## config.mk

```make
export PLATFORM = sky130hd
export DESIGN_NAME = wfd_link_top
export DESIGN_NICKNAME = d
export VERILOG_FILES = /design/src/wfd_pkg.sv /design/src/gtp_lane_monitor.sv /design/src/led_indicator.sv /design/src/trig_token_rcv.sv /design/src/wfd_link_top.sv
export VERILOG_INCLUDE_DIRS = /design/src /design/src/include
export SDC_FILE = /design/constraint.sdc
export NUM_CORES = 1
export LEC_CHECK = 0
export BUFFER_PORTS_ARGS = -buffer_cell sky130_fd_sc_hd__clkbuf_2
export CELL_PAD_IN_SITES_DETAIL_PLACEMENT = 0
export CELL_PAD_IN_SITES_GLOBAL_PLACEMENT = 1
export CORE_MARGIN = 5
export CORE_UTILIZATION = 34
export CTS_BUF_LIST = sky130_fd_sc_hd__clkbuf_4 sky130_fd_sc_hd__clkbuf_8
export CTS_CLUSTER_DIAMETER = 80
export CTS_CLUSTER_SIZE = 10
export DETAILED_ROUTE_END_ITERATION = 8
export GPL_ROUTABILITY_DRIVEN = 0
export PLACE_DENSITY_LB_ADDON = 0.1
export SLEW_MARGIN = 30
export SYNTH_ARGS = -nofsm -noshare
export SYNTH_HDL_FRONTEND = slang
export SYNTH_SLANG_ARGS = --single-unit
```

## constraint.sdc

```tcl
create_clock -name CLK125 -period 1.69 [get_ports CLK125]
set_input_delay 0.0845 -clock CLK125 [delete_from_list [all_inputs] [get_ports CLK125]]
set_output_delay 0.0845 -clock CLK125 [all_outputs]
set_load 0.01 [all_outputs]
```

## src/include/wfd_consts.svh

```systemverilog
`ifndef WFD_CONSTS_SVH
`define WFD_CONSTS_SVH

////////////////////////////////////////
// Link geometry
////////////////////////////////////////

// Receive and transmit lanes on the board
`define WFD_LANES 4

// Parallel word per lane
`define WFD_LANE_W 16

////////////////////////////////////////
// Serial trigger token
////////////////////////////////////////

// Token number width
`define WFD_TOKEN_W 10

// Start bit, token bits, even parity
`define WFD_FRAME_BITS 12

// Idle word sent as a K-character
`define WFD_COMMA 16'h00BC

// Heads every token word on the lanes
`define WFD_TOK_MARK 5'b10000

////////////////////////////////////////
// Front panel
////////////////////////////////////////

// Cycles a LED stays lit after its last pulse
`define WFD_LED_STRETCH 16

`endif

```

## src/wfd_pkg.sv

```systemverilog
`default_nettype none

`include "wfd_consts.svh"

package wfd_pkg;

	////////////////////////////////////////
	// Basic words
	////////////////////////////////////////

	// Token number as received from the trigger line
	typedef logic [`WFD_TOKEN_W-1:0] token_t;

	// One lane word, receive or transmit
	typedef logic [`WFD_LANE_W-1:0] lane_word_t;

	// One bit per lane
	typedef logic [`WFD_LANES-1:0] lane_flags_t;

	////////////////////////////////////////
	// Transmit word
	////////////////////////////////////////

	// Token word layout, marker on top
	typedef struct packed {
		logic [`WFD_LANE_W-`WFD_TOKEN_W-2:0] mark;
		logic err;
		token_t token;
	} tok_word_s;

	// Same 16 bits seen two ways
	// Token view while a token goes out, raw view for the comma
	typedef union packed {
		tok_word_s tok;
		lane_word_t raw;
	} tx_word_u;

endpackage

`default_nettype wire

```

## src/gtp_lane_monitor.sv

```systemverilog
`timescale 1ns/100ps
`default_nettype none

`include "wfd_consts.svh"

module gtp_lane_monitor
	import wfd_pkg::*;
(
	input wire CLK125,
	input wire reset_i,
	input wire lane_word_t [`WFD_LANES-1:0] rx_data_i,
	input wire lane_flags_t rx_kchar_i,
	output lane_flags_t tp_o,
	output lane_flags_t data_seen_o
);

	// First test point stage
	lane_flags_t tp_q;

	////////////////////////////////////////
	// Per-lane classification
	////////////////////////////////////////

	always_ff @(posedge CLK125) begin
		if (reset_i) begin
			tp_q <= '0;
			tp_o <= '0;
			data_seen_o <= '0;
		end else begin
			for (int i = 0; i < `WFD_LANES; i++) begin
				// Top data bit of a K-character
				tp_q[i] <= rx_data_i[i][`WFD_LANE_W-1] & rx_kchar_i[i];
			end
			// Second stage onto the test points
			tp_o <= tp_q;
			// Anything not a K-character is a data word
			data_seen_o <= ~rx_kchar_i;
		end
	end

	// Both stages start out clear after reset
	a_tp_clear: assert property (@(posedge CLK125)
		$fell(reset_i) |-> (tp_o == '0) ##1 (tp_o == '0));

endmodule

`default_nettype wire

```

## src/led_indicator.sv

```systemverilog
`timescale 1ns/100ps
`default_nettype none

`include "wfd_consts.svh"

module led_indicator
	import wfd_pkg::*;
(
	input wire CLK125,
	input wire reset_i,
	input wire tok_rdy_i,
	input wire tok_err_i,
	input wire lane_flags_t data_seen_i,
	input wire inhibit_n_i,
	output logic [3:0] led_o
);

	localparam int CNT_W = $clog2(`WFD_LED_STRETCH + 1);

	logic [3:0] led_src;

	////////////////////////////////////////
	// LED sources
	////////////////////////////////////////

	// Yellow, token error
	assign led_src[0] = tok_err_i;
	// Data word on any lane
	assign led_src[1] = |data_seen_i;
	// Token received
	assign led_src[2] = tok_rdy_i;
	// No inhibit
	assign led_src[3] = inhibit_n_i;

	////////////////////////////////////////
	// Stretchers
	////////////////////////////////////////

	for (genvar i = 0; i < 4; i++) begin : g_led
		logic [CNT_W-1:0] hold_cnt;

		always_ff @(posedge CLK125) begin
			// Source wins, so LED3 keeps following inhibit through reset
			if (led_src[i])
				hold_cnt <= CNT_W'(`WFD_LED_STRETCH);
			else if (reset_i)
				hold_cnt <= '0;
			else if (hold_cnt != '0)
				hold_cnt <= hold_cnt - 1'b1;
		end

		// Lit while the hold runs
		assign led_o[i] = (hold_cnt != '0);

		// Full hold with a quiet source leaves the LED dark
		a_led_dark: assert property (@(posedge CLK125) disable iff (reset_i)
			(!led_src[i]) [*`WFD_LED_STRETCH + 1] |-> !led_o[i]);
	end

endmodule

`default_nettype wire

```

## src/trig_token_rcv.sv

```systemverilog
`timescale 1ns/100ps
`default_nettype none

`include "wfd_consts.svh"

module trig_token_rcv
	import wfd_pkg::*;
(
	input wire CLK125,
	input wire reset_i,
	input wire ser_trig_i,
	output logic tok_rdy_o,
	output logic tok_err_o,
	output tx_word_u tx_word_o,
	output logic tx_kchar_o
);

	// Counter runs 1 .. FRAME_BITS-1 inside a frame, 0 when idle
	localparam int CNT_W = $clog2(`WFD_FRAME_BITS);
	localparam logic [CNT_W-1:0] PAR_IDX = CNT_W'(`WFD_FRAME_BITS - 1);

	logic [CNT_W-1:0] bit_cnt;
	token_t shift_q;
	logic par_q;

	////////////////////////////////////////
	// Deframer control
	////////////////////////////////////////

	always_ff @(posedge CLK125) begin
		if (reset_i) begin
			bit_cnt <= '0;
			tok_rdy_o <= 1'b0;
			tok_err_o <= 1'b0;
		end else begin
			// Strobes last one cycle
			tok_rdy_o <= 1'b0;
			tok_err_o <= 1'b0;
			if (bit_cnt == '0) begin
				// Line idles low, high sample is the start bit
				if (ser_trig_i)
					bit_cnt <= CNT_W'(1);
			end else if (bit_cnt == PAR_IDX) begin
				// Parity sample, token complete
				bit_cnt <= '0;
				tok_rdy_o <= 1'b1;
				// Even parity over token bits and parity bit
				tok_err_o <= par_q ^ ser_trig_i;
			end else begin
				bit_cnt <= bit_cnt + 1'b1;
			end
		end
	end

	////////////////////////////////////////
	// Token shift and running parity
	////////////////////////////////////////

	// Shift stops once the token is in
	// Holds the token through the pulse cycle
	always_ff @(posedge CLK125) begin
		if (bit_cnt == '0) begin
			par_q <= 1'b0;
		end else if (bit_cnt != PAR_IDX) begin
			// MSB first
			shift_q <= {shift_q[`WFD_TOKEN_W-2:0], ser_trig_i};
			par_q <= par_q ^ ser_trig_i;
		end
	end

	////////////////////////////////////////
	// Transmit word encoder
	////////////////////////////////////////

	always_comb begin
		// Idle comma between tokens
		tx_word_o.raw = `WFD_COMMA;
		if (tok_rdy_o) begin
			tx_word_o.tok.mark = `WFD_TOK_MARK;
			tx_word_o.tok.err = tok_err_o;
			tx_word_o.tok.token = shift_q;
		end
	end

	// Data character only while the token goes out
	assign tx_kchar_o = ~tok_rdy_o;

	// Error flag only rides on a token
	a_err_with_rdy: assert property (@(posedge CLK125) disable iff (reset_i)
		$rose(tok_err_o) |-> tok_rdy_o);

	// K-character cycles carry the comma, data cycles carry the token marker
	a_kchar_word: assert property (@(posedge CLK125) disable iff (reset_i)
		tx_kchar_o ? (tx_word_o.raw == `WFD_COMMA)
			: (tx_word_o.tok.mark == `WFD_TOK_MARK));

endmodule

`default_nettype wire

```

## src/wfd_link_top.sv

```systemverilog
`timescale 1ns/100ps
`default_nettype none

`include "wfd_consts.svh"

module wfd_link_top
	import wfd_pkg::*;
(
	input wire CLK125,
	input wire reset_i,
	input wire ser_trig_i,
	input wire inhibit_n_i,
	input wire lane_word_t [`WFD_LANES-1:0] rx_data_i,
	input wire lane_flags_t rx_kchar_i,
	output tx_word_u tx_word_o,
	output logic tx_kchar_o,
	output lane_flags_t tp_o,
	output logic [3:0] led_o
);

	// Token strobes to the LEDs
	logic tok_rdy;
	logic tok_err;
	// Per-lane data word flags
	lane_flags_t data_seen;

	////////////////////////////////////////
	// Trigger token capture and broadcast
	////////////////////////////////////////

	// Same word and K-flag go out on every lane
	trig_token_rcv u_trig_token_rcv (
		.CLK125(CLK125),
		.reset_i(reset_i),
		.ser_trig_i(ser_trig_i),
		.tok_rdy_o(tok_rdy),
		.tok_err_o(tok_err),
		.tx_word_o(tx_word_o),
		.tx_kchar_o(tx_kchar_o)
	);

	// Receive lanes
	gtp_lane_monitor u_gtp_lane_monitor (
		.CLK125(CLK125),
		.reset_i(reset_i),
		.rx_data_i(rx_data_i),
		.rx_kchar_i(rx_kchar_i),
		.tp_o(tp_o),
		.data_seen_o(data_seen)
	);

	// Front panel
	led_indicator u_led_indicator (
		.CLK125(CLK125),
		.reset_i(reset_i),
		.tok_rdy_i(tok_rdy),
		.tok_err_i(tok_err),
		.data_seen_i(data_seen),
		.inhibit_n_i(inhibit_n_i),
		.led_o(led_o)
	);

endmodule

`default_nettype wire

```

# ---- Word-level counts from Yosys, hierarchy flattened
# Index checks and enable logic that the tools add are counted.
dict set report classes {
  reduce_logical 17
  mux 13
  n_eq_ne 3
  bitwise 9
  n_addsub 5
}
# operator count
set op_table {}
lappend op_table {{two-way mux 5 bit} 8}
lappend op_table {{nonzero test 5 bit} 4}
lappend op_table {{subtractor 5 x 1 -> 5 bit, second input constant} 4}
lappend op_table {{two-way mux 16 bit} 1}
lappend op_table {{two-way mux 4 bit} 3}
lappend op_table {{nonzero test 2 bit} 4}
lappend op_table {{OR reduction 2 bit} 4}
lappend op_table {{OR reduction 5 bit} 1}
lappend op_table {{adder 4 x 1 -> 4 bit, second input constant} 1}
lappend op_table {{AND 1 bit} 4}
lappend op_table {{== test 4 bit, second input constant} 1}
lappend op_table {{logical NOT 4 bit} 1}
lappend op_table {{!= test 4 bit, second input constant} 1}
lappend op_table {{inverter 4 bit} 1}
lappend op_table {{OR reduction 4 bit} 1}
lappend op_table {{inverter 1 bit} 3}
lappend op_table {{OR reduction 3 bit} 1}
lappend op_table {{!= test 2 bit, second input constant} 1}
lappend op_table {{AND reduction 2 bit} 1}
lappend op_table {{two-way mux 1 bit} 1}
lappend op_table {{bitwise XOR 1 bit} 1}
dict set report totals {
  output_inout_bits 25
  inputBits 72
  register_bits 49
  wordCells 63
}

# ---- Longest topological paths before layout
dict set report depth {
  depth_word 3
  ltp_mapped 6
  depth_no_buf 6
}

# ---- Modules after synthesis
# Synthesis repeated with hierarchy kept, for this count alone.
dict set report hier_totals {
  hier_cells 189
  hier_area_um2 1984.4
}
# mod n_inst area_per_inst_um2 cells_per_inst seq_area_each_um2
set modules_own_cells {}
lappend modules_own_cells {led_indicator 1 893.4 99 400.4}
lappend modules_own_cells {trig_token_rcv 1 764.5 65 440.4}
lappend modules_own_cells {gtp_lane_monitor 1 326.6 25 240.2}

# ---- Least setup slack after synthesis
# No wires, ideal clock.
dict set report synth_timing {
  path_type {flip-flop to flip-flop}
  from {reg u_led_indicator.g_led[2].hold_cnt[0]}
  to {reg u_led_indicator.g_led[2].hold_cnt[1]}
  stages_incl_launch_ff 6
  setup_slack_ns 0.138
  required_time_ns 1.587
  synth_period_minus_slack_ns 1.552
  arrival_time_ns 1.449
  setup_time_ns 0.103
  path_buffers 1
  cell_sequence {dfxtp_1 -> inv_1 -> ha_1 -> or4b_1 -> buf_2 -> a2111oi_2}
}
dict set report synth_via {
  elab_chain_cells 1
  word_cells_on_any_way 2
  cone_classes {1 x add/sub; 1 x reduce/logical}
}
# element line
set synth_rtl {}
lappend synth_rtl {{start, declared} led_indicator.sv:40} ;# logic [CNT_W-1:0] hold_cnt;
lappend synth_rtl {{start signal, assigned} led_indicator.sv:45} ;# hold_cnt <= CNT_W'(`WFD_LED_STRETCH);
lappend synth_rtl {{start signal, assigned} led_indicator.sv:49} ;# hold_cnt <= hold_cnt - 1'b1;
lappend synth_rtl {{nonzero test 5 bit} -}
lappend synth_rtl {{named net led_o[2]} wfd_link_top.sv:18} ;# output logic [3:0] led_o
# The timed path passes the listed nets, and every way through them passes these cells.
# A chain may end at the register's enable or synchronous reset.

# ---- Final worst setup path
dict set report layout_timing {
  from {reg u_led_indicator.g_led[3].hold_cnt[1]}
  to {out led_o[3]}
}
dict set report layout_via {
  elab_chain_cells 1
}
# element line
set layout_rtl {}
lappend layout_rtl {{start, declared} led_indicator.sv:40}
lappend layout_rtl {{start signal, assigned} led_indicator.sv:45}
lappend layout_rtl {{start signal, assigned} led_indicator.sv:49}
lappend layout_rtl {{nonzero test 5 bit} led_indicator.sv:53} ;# assign led_o[i] = (hold_cnt != '0);
lappend layout_rtl {{end, declared} wfd_link_top.sv:18}
# Every way passes these cells.

==> flow_metrics.tcl <==
set metrics [dict create \
    status "complete, no violations" \
    finalWorstSetupSlack_ps 67.9 \
    io_pins 97 \
    antennaDiodeCount 0 \
    setup_viol 0 \
    finalCritPeriodShare_pct 96.0 \
    clk_path_buf_depth 2 \
    cts_buffers 5 \
    tns_ps 0 \
    clk_pin_slew_ps 90 \
    cts_tree "built" \
    synthTopCellsByArea "dfxtp_1, edfxtp_1, xnor2_1" \
    place_ws_ps 40.6 \
    fmax_mhz 616 \
    wl_per_cell_microns 12.0 \
    drt_iter0_drc 64 \
    period_needed_ps 1620 \
    grt_pass1_vias 1339 \
    hold_viol_final 0 \
    yosysMostFrequentCell "dfxtp_1" \
    grt_max_degree 20 \
    drive_gt1_share_pct 26.5 \
    num_vias 1351 \
    async_reset_ff_share_pct 0 \
    fin_nets 303 \
    netlist_instances 188 \
    crit_required_ps 1610 \
    die_height_microns 85.8 \
    port_buffers 32 \
    drt_wl_total_mm 3.57 \
    worstPathArrival_ps 1540 \
    areaGrowthSynthToFinish_pct 21.4 \
    cts_sinks 49 \
    drc_errors 0 \
    antenna_found_initial 0 \
    maxCapViolations 0 \
    irDropWorstVdd_mv 0.465 \
    end_kind "primary output" \
    reg2reg_slack_ps 130 \
    grt_pass1_wl_mm 6.06 \
    synth_top_area_share_pct 39.9 \
    firstDrtPassIters 4 \
    synth_commonest_cells "dfxtp_1, nor2_1, inv_1, nor3_1, xnor2_1" \
    antenna_left 0 \
    rsz0062_at_grt "false" \
    core_sq_um 5540 \
    die_area_sq_um 7370 \
    path_max_fanout 5 \
    start_util_pct 35.3 \
    crit_type "register to primary output" \
    p_leak_uw 0.000969 \
    rows 27 \
    clock_skew_ps 8.78 \
    clockRootBuffer "clkbuf_8" \
    die_x_microns 85.8 \
    seq_area_frac_synth_pct 55.3 \
    cts.htree.levels 2 \
    dp_hpwl_mm 2.69 \
    yosys.area.top_type "dfxtp_1" \
    whs_ps 32.5 \
    hold_path_class "input pin to register" \
    synth_edf_count 10 \
    synth_top_flop_cell "dfxtp_1" \
    yosys_warnings 0 \
    postSynthRegisterBits 49 \
    ys_types 38 \
    start_kind "register" \
    gr-usage-all-layers_pct 10.5 \
    avgSynthCellArea_sq_um 10.4 \
    viasPerCell 4.53 \
    synthesis.area_sq_um 1960 \
    n_fill_cell 558 \
    insertion_delay_ps 290 \
    grt.overflow.total 0 \
    power_density_nw_per_um2 1530 \
    drv_slew 0 \
]
==> worst max-delay path, stage by stage, from the launching register on <==
cell     delay (ps)
dfxtp_2         340
inv_1            60
ha_2            190
or4b_4          510
buf_6           150
==> report_power, final <==
part,switching [uW],internal (uW),total (uW)
sequential,201,1560,1760
clock,347,366,713
combinational,572,594,1170
total,1120,2520,3640
==> area by class of cell <==
class / instances / area, sq um / area share (%)
flip-flops and latches: 49 / 1080 / 45.6
multi-input cells: 116 / 813 / 34.2
repair buffers: 39 / 238 / 10.0
clock buffers: 8 / 97.6 / 4.11
well taps: 72 / 90.1 / 3.79
inverters: 14 / 52.6 / 2.21
==> cells by family after synthesis <==
family / after synthesis / share of synthesized area [%]
and+or+nand+nor: 78 / 21.8
DFF: 49 / 55.3
buffers and inverters: 26 / 6.14
AOI/OAI and AO/OA: 13 / 5.89
xor gates and xnor gates: 13 / 5.82
adders and majority gates: 6 / 3.84
muxes: 2 / 1.02
other: 1 / 0.192
==> worst paths after layout <==
kind / from / endpoint / cells after the start
setup / recovery: u_led_indicator.g_led[3].hold_cnt[1]$_SDFFE_PP0P_ / led_o[3] / 4
hold / removal: reset_i / u_trig_token_rcv.bit_cnt[3]$_SDFFE_PP0P_ / 2
setup reg to reg: u_led_indicator.g_led[3].hold_cnt[1]$_SDFFE_PP0P_ / u_led_indicator.g_led[3].hold_cnt[1]$_SDFFE_PP0P_ / 4
hold reg to reg: u_trig_token_rcv.shift_q[2]$_DFFE_PP_ / u_trig_token_rcv.shift_q[3]$_DFFE_PP_ / 0
==> state kept, by name (all words and copies together), names as in the netlist <==
name and flops:
u_led_indicator.g_led.hold_cnt 20, u_trig_token_rcv.tok_rdy_o 1, u_gtp_lane_monitor.tp_q 4, u_trig_token_rcv.tok_err_o 1, u_gtp_lane_monitor.tp_o 4, u_gtp_lane_monitor.data_seen_o 4, u_trig_token_rcv.par_q 1, u_trig_token_rcv.bit_cnt 4
u_trig_token_rcv.shift_q 10
==> placed cells by master (no fill, tap or decap), drive strengths merged, types with 4 or more instances in the layout <==
cell / instances
and3: 4
dfxtp: 39
buf: 5
edfxtp: 10
xnor2: 11
inv: 13
conb: 4
nor3: 11
nand2b: 8
ha: 6
dlygate4sd3: 5
and2: 7
nand2: 7
nor2b: 4
clkbuf: 37
nor2: 23
==> per-layer routing <==
layer	share of wire, %	global-route usage (%)	wire, microns	up-vias
li1	-	-	-	690
met1	44	11.9	1580	634
met2	49	17.2	1740	23
met3	5.8	4.90	207	4
met4	1.1	4.32	39	0
met5	0	0	0	-
==> through the flow <==
step           instances  area, sq um  utilization [%]  total power [uW]
6_report             298         2370             42.9              3640
5_1_grt              298         2370             42.9              3930
4_1_cts              297         2320             41.8              3590
3_5_place_dp         284         2160             38.9              2810
3_3_place_gp         284         2160             38.9              2720
2_1_floorplan        191         1970                -              2580
==> what timing repair did <==
item / in CTS / in global routing
endpoints found under the hold margin: 5 / 0
setup endpoints to repair: 3 / 14
buffers inserted: 0 / 1
gates resized for setup: 3 / 15
hold buffers: 5 / 0
(Power assumes the default switching activity.)
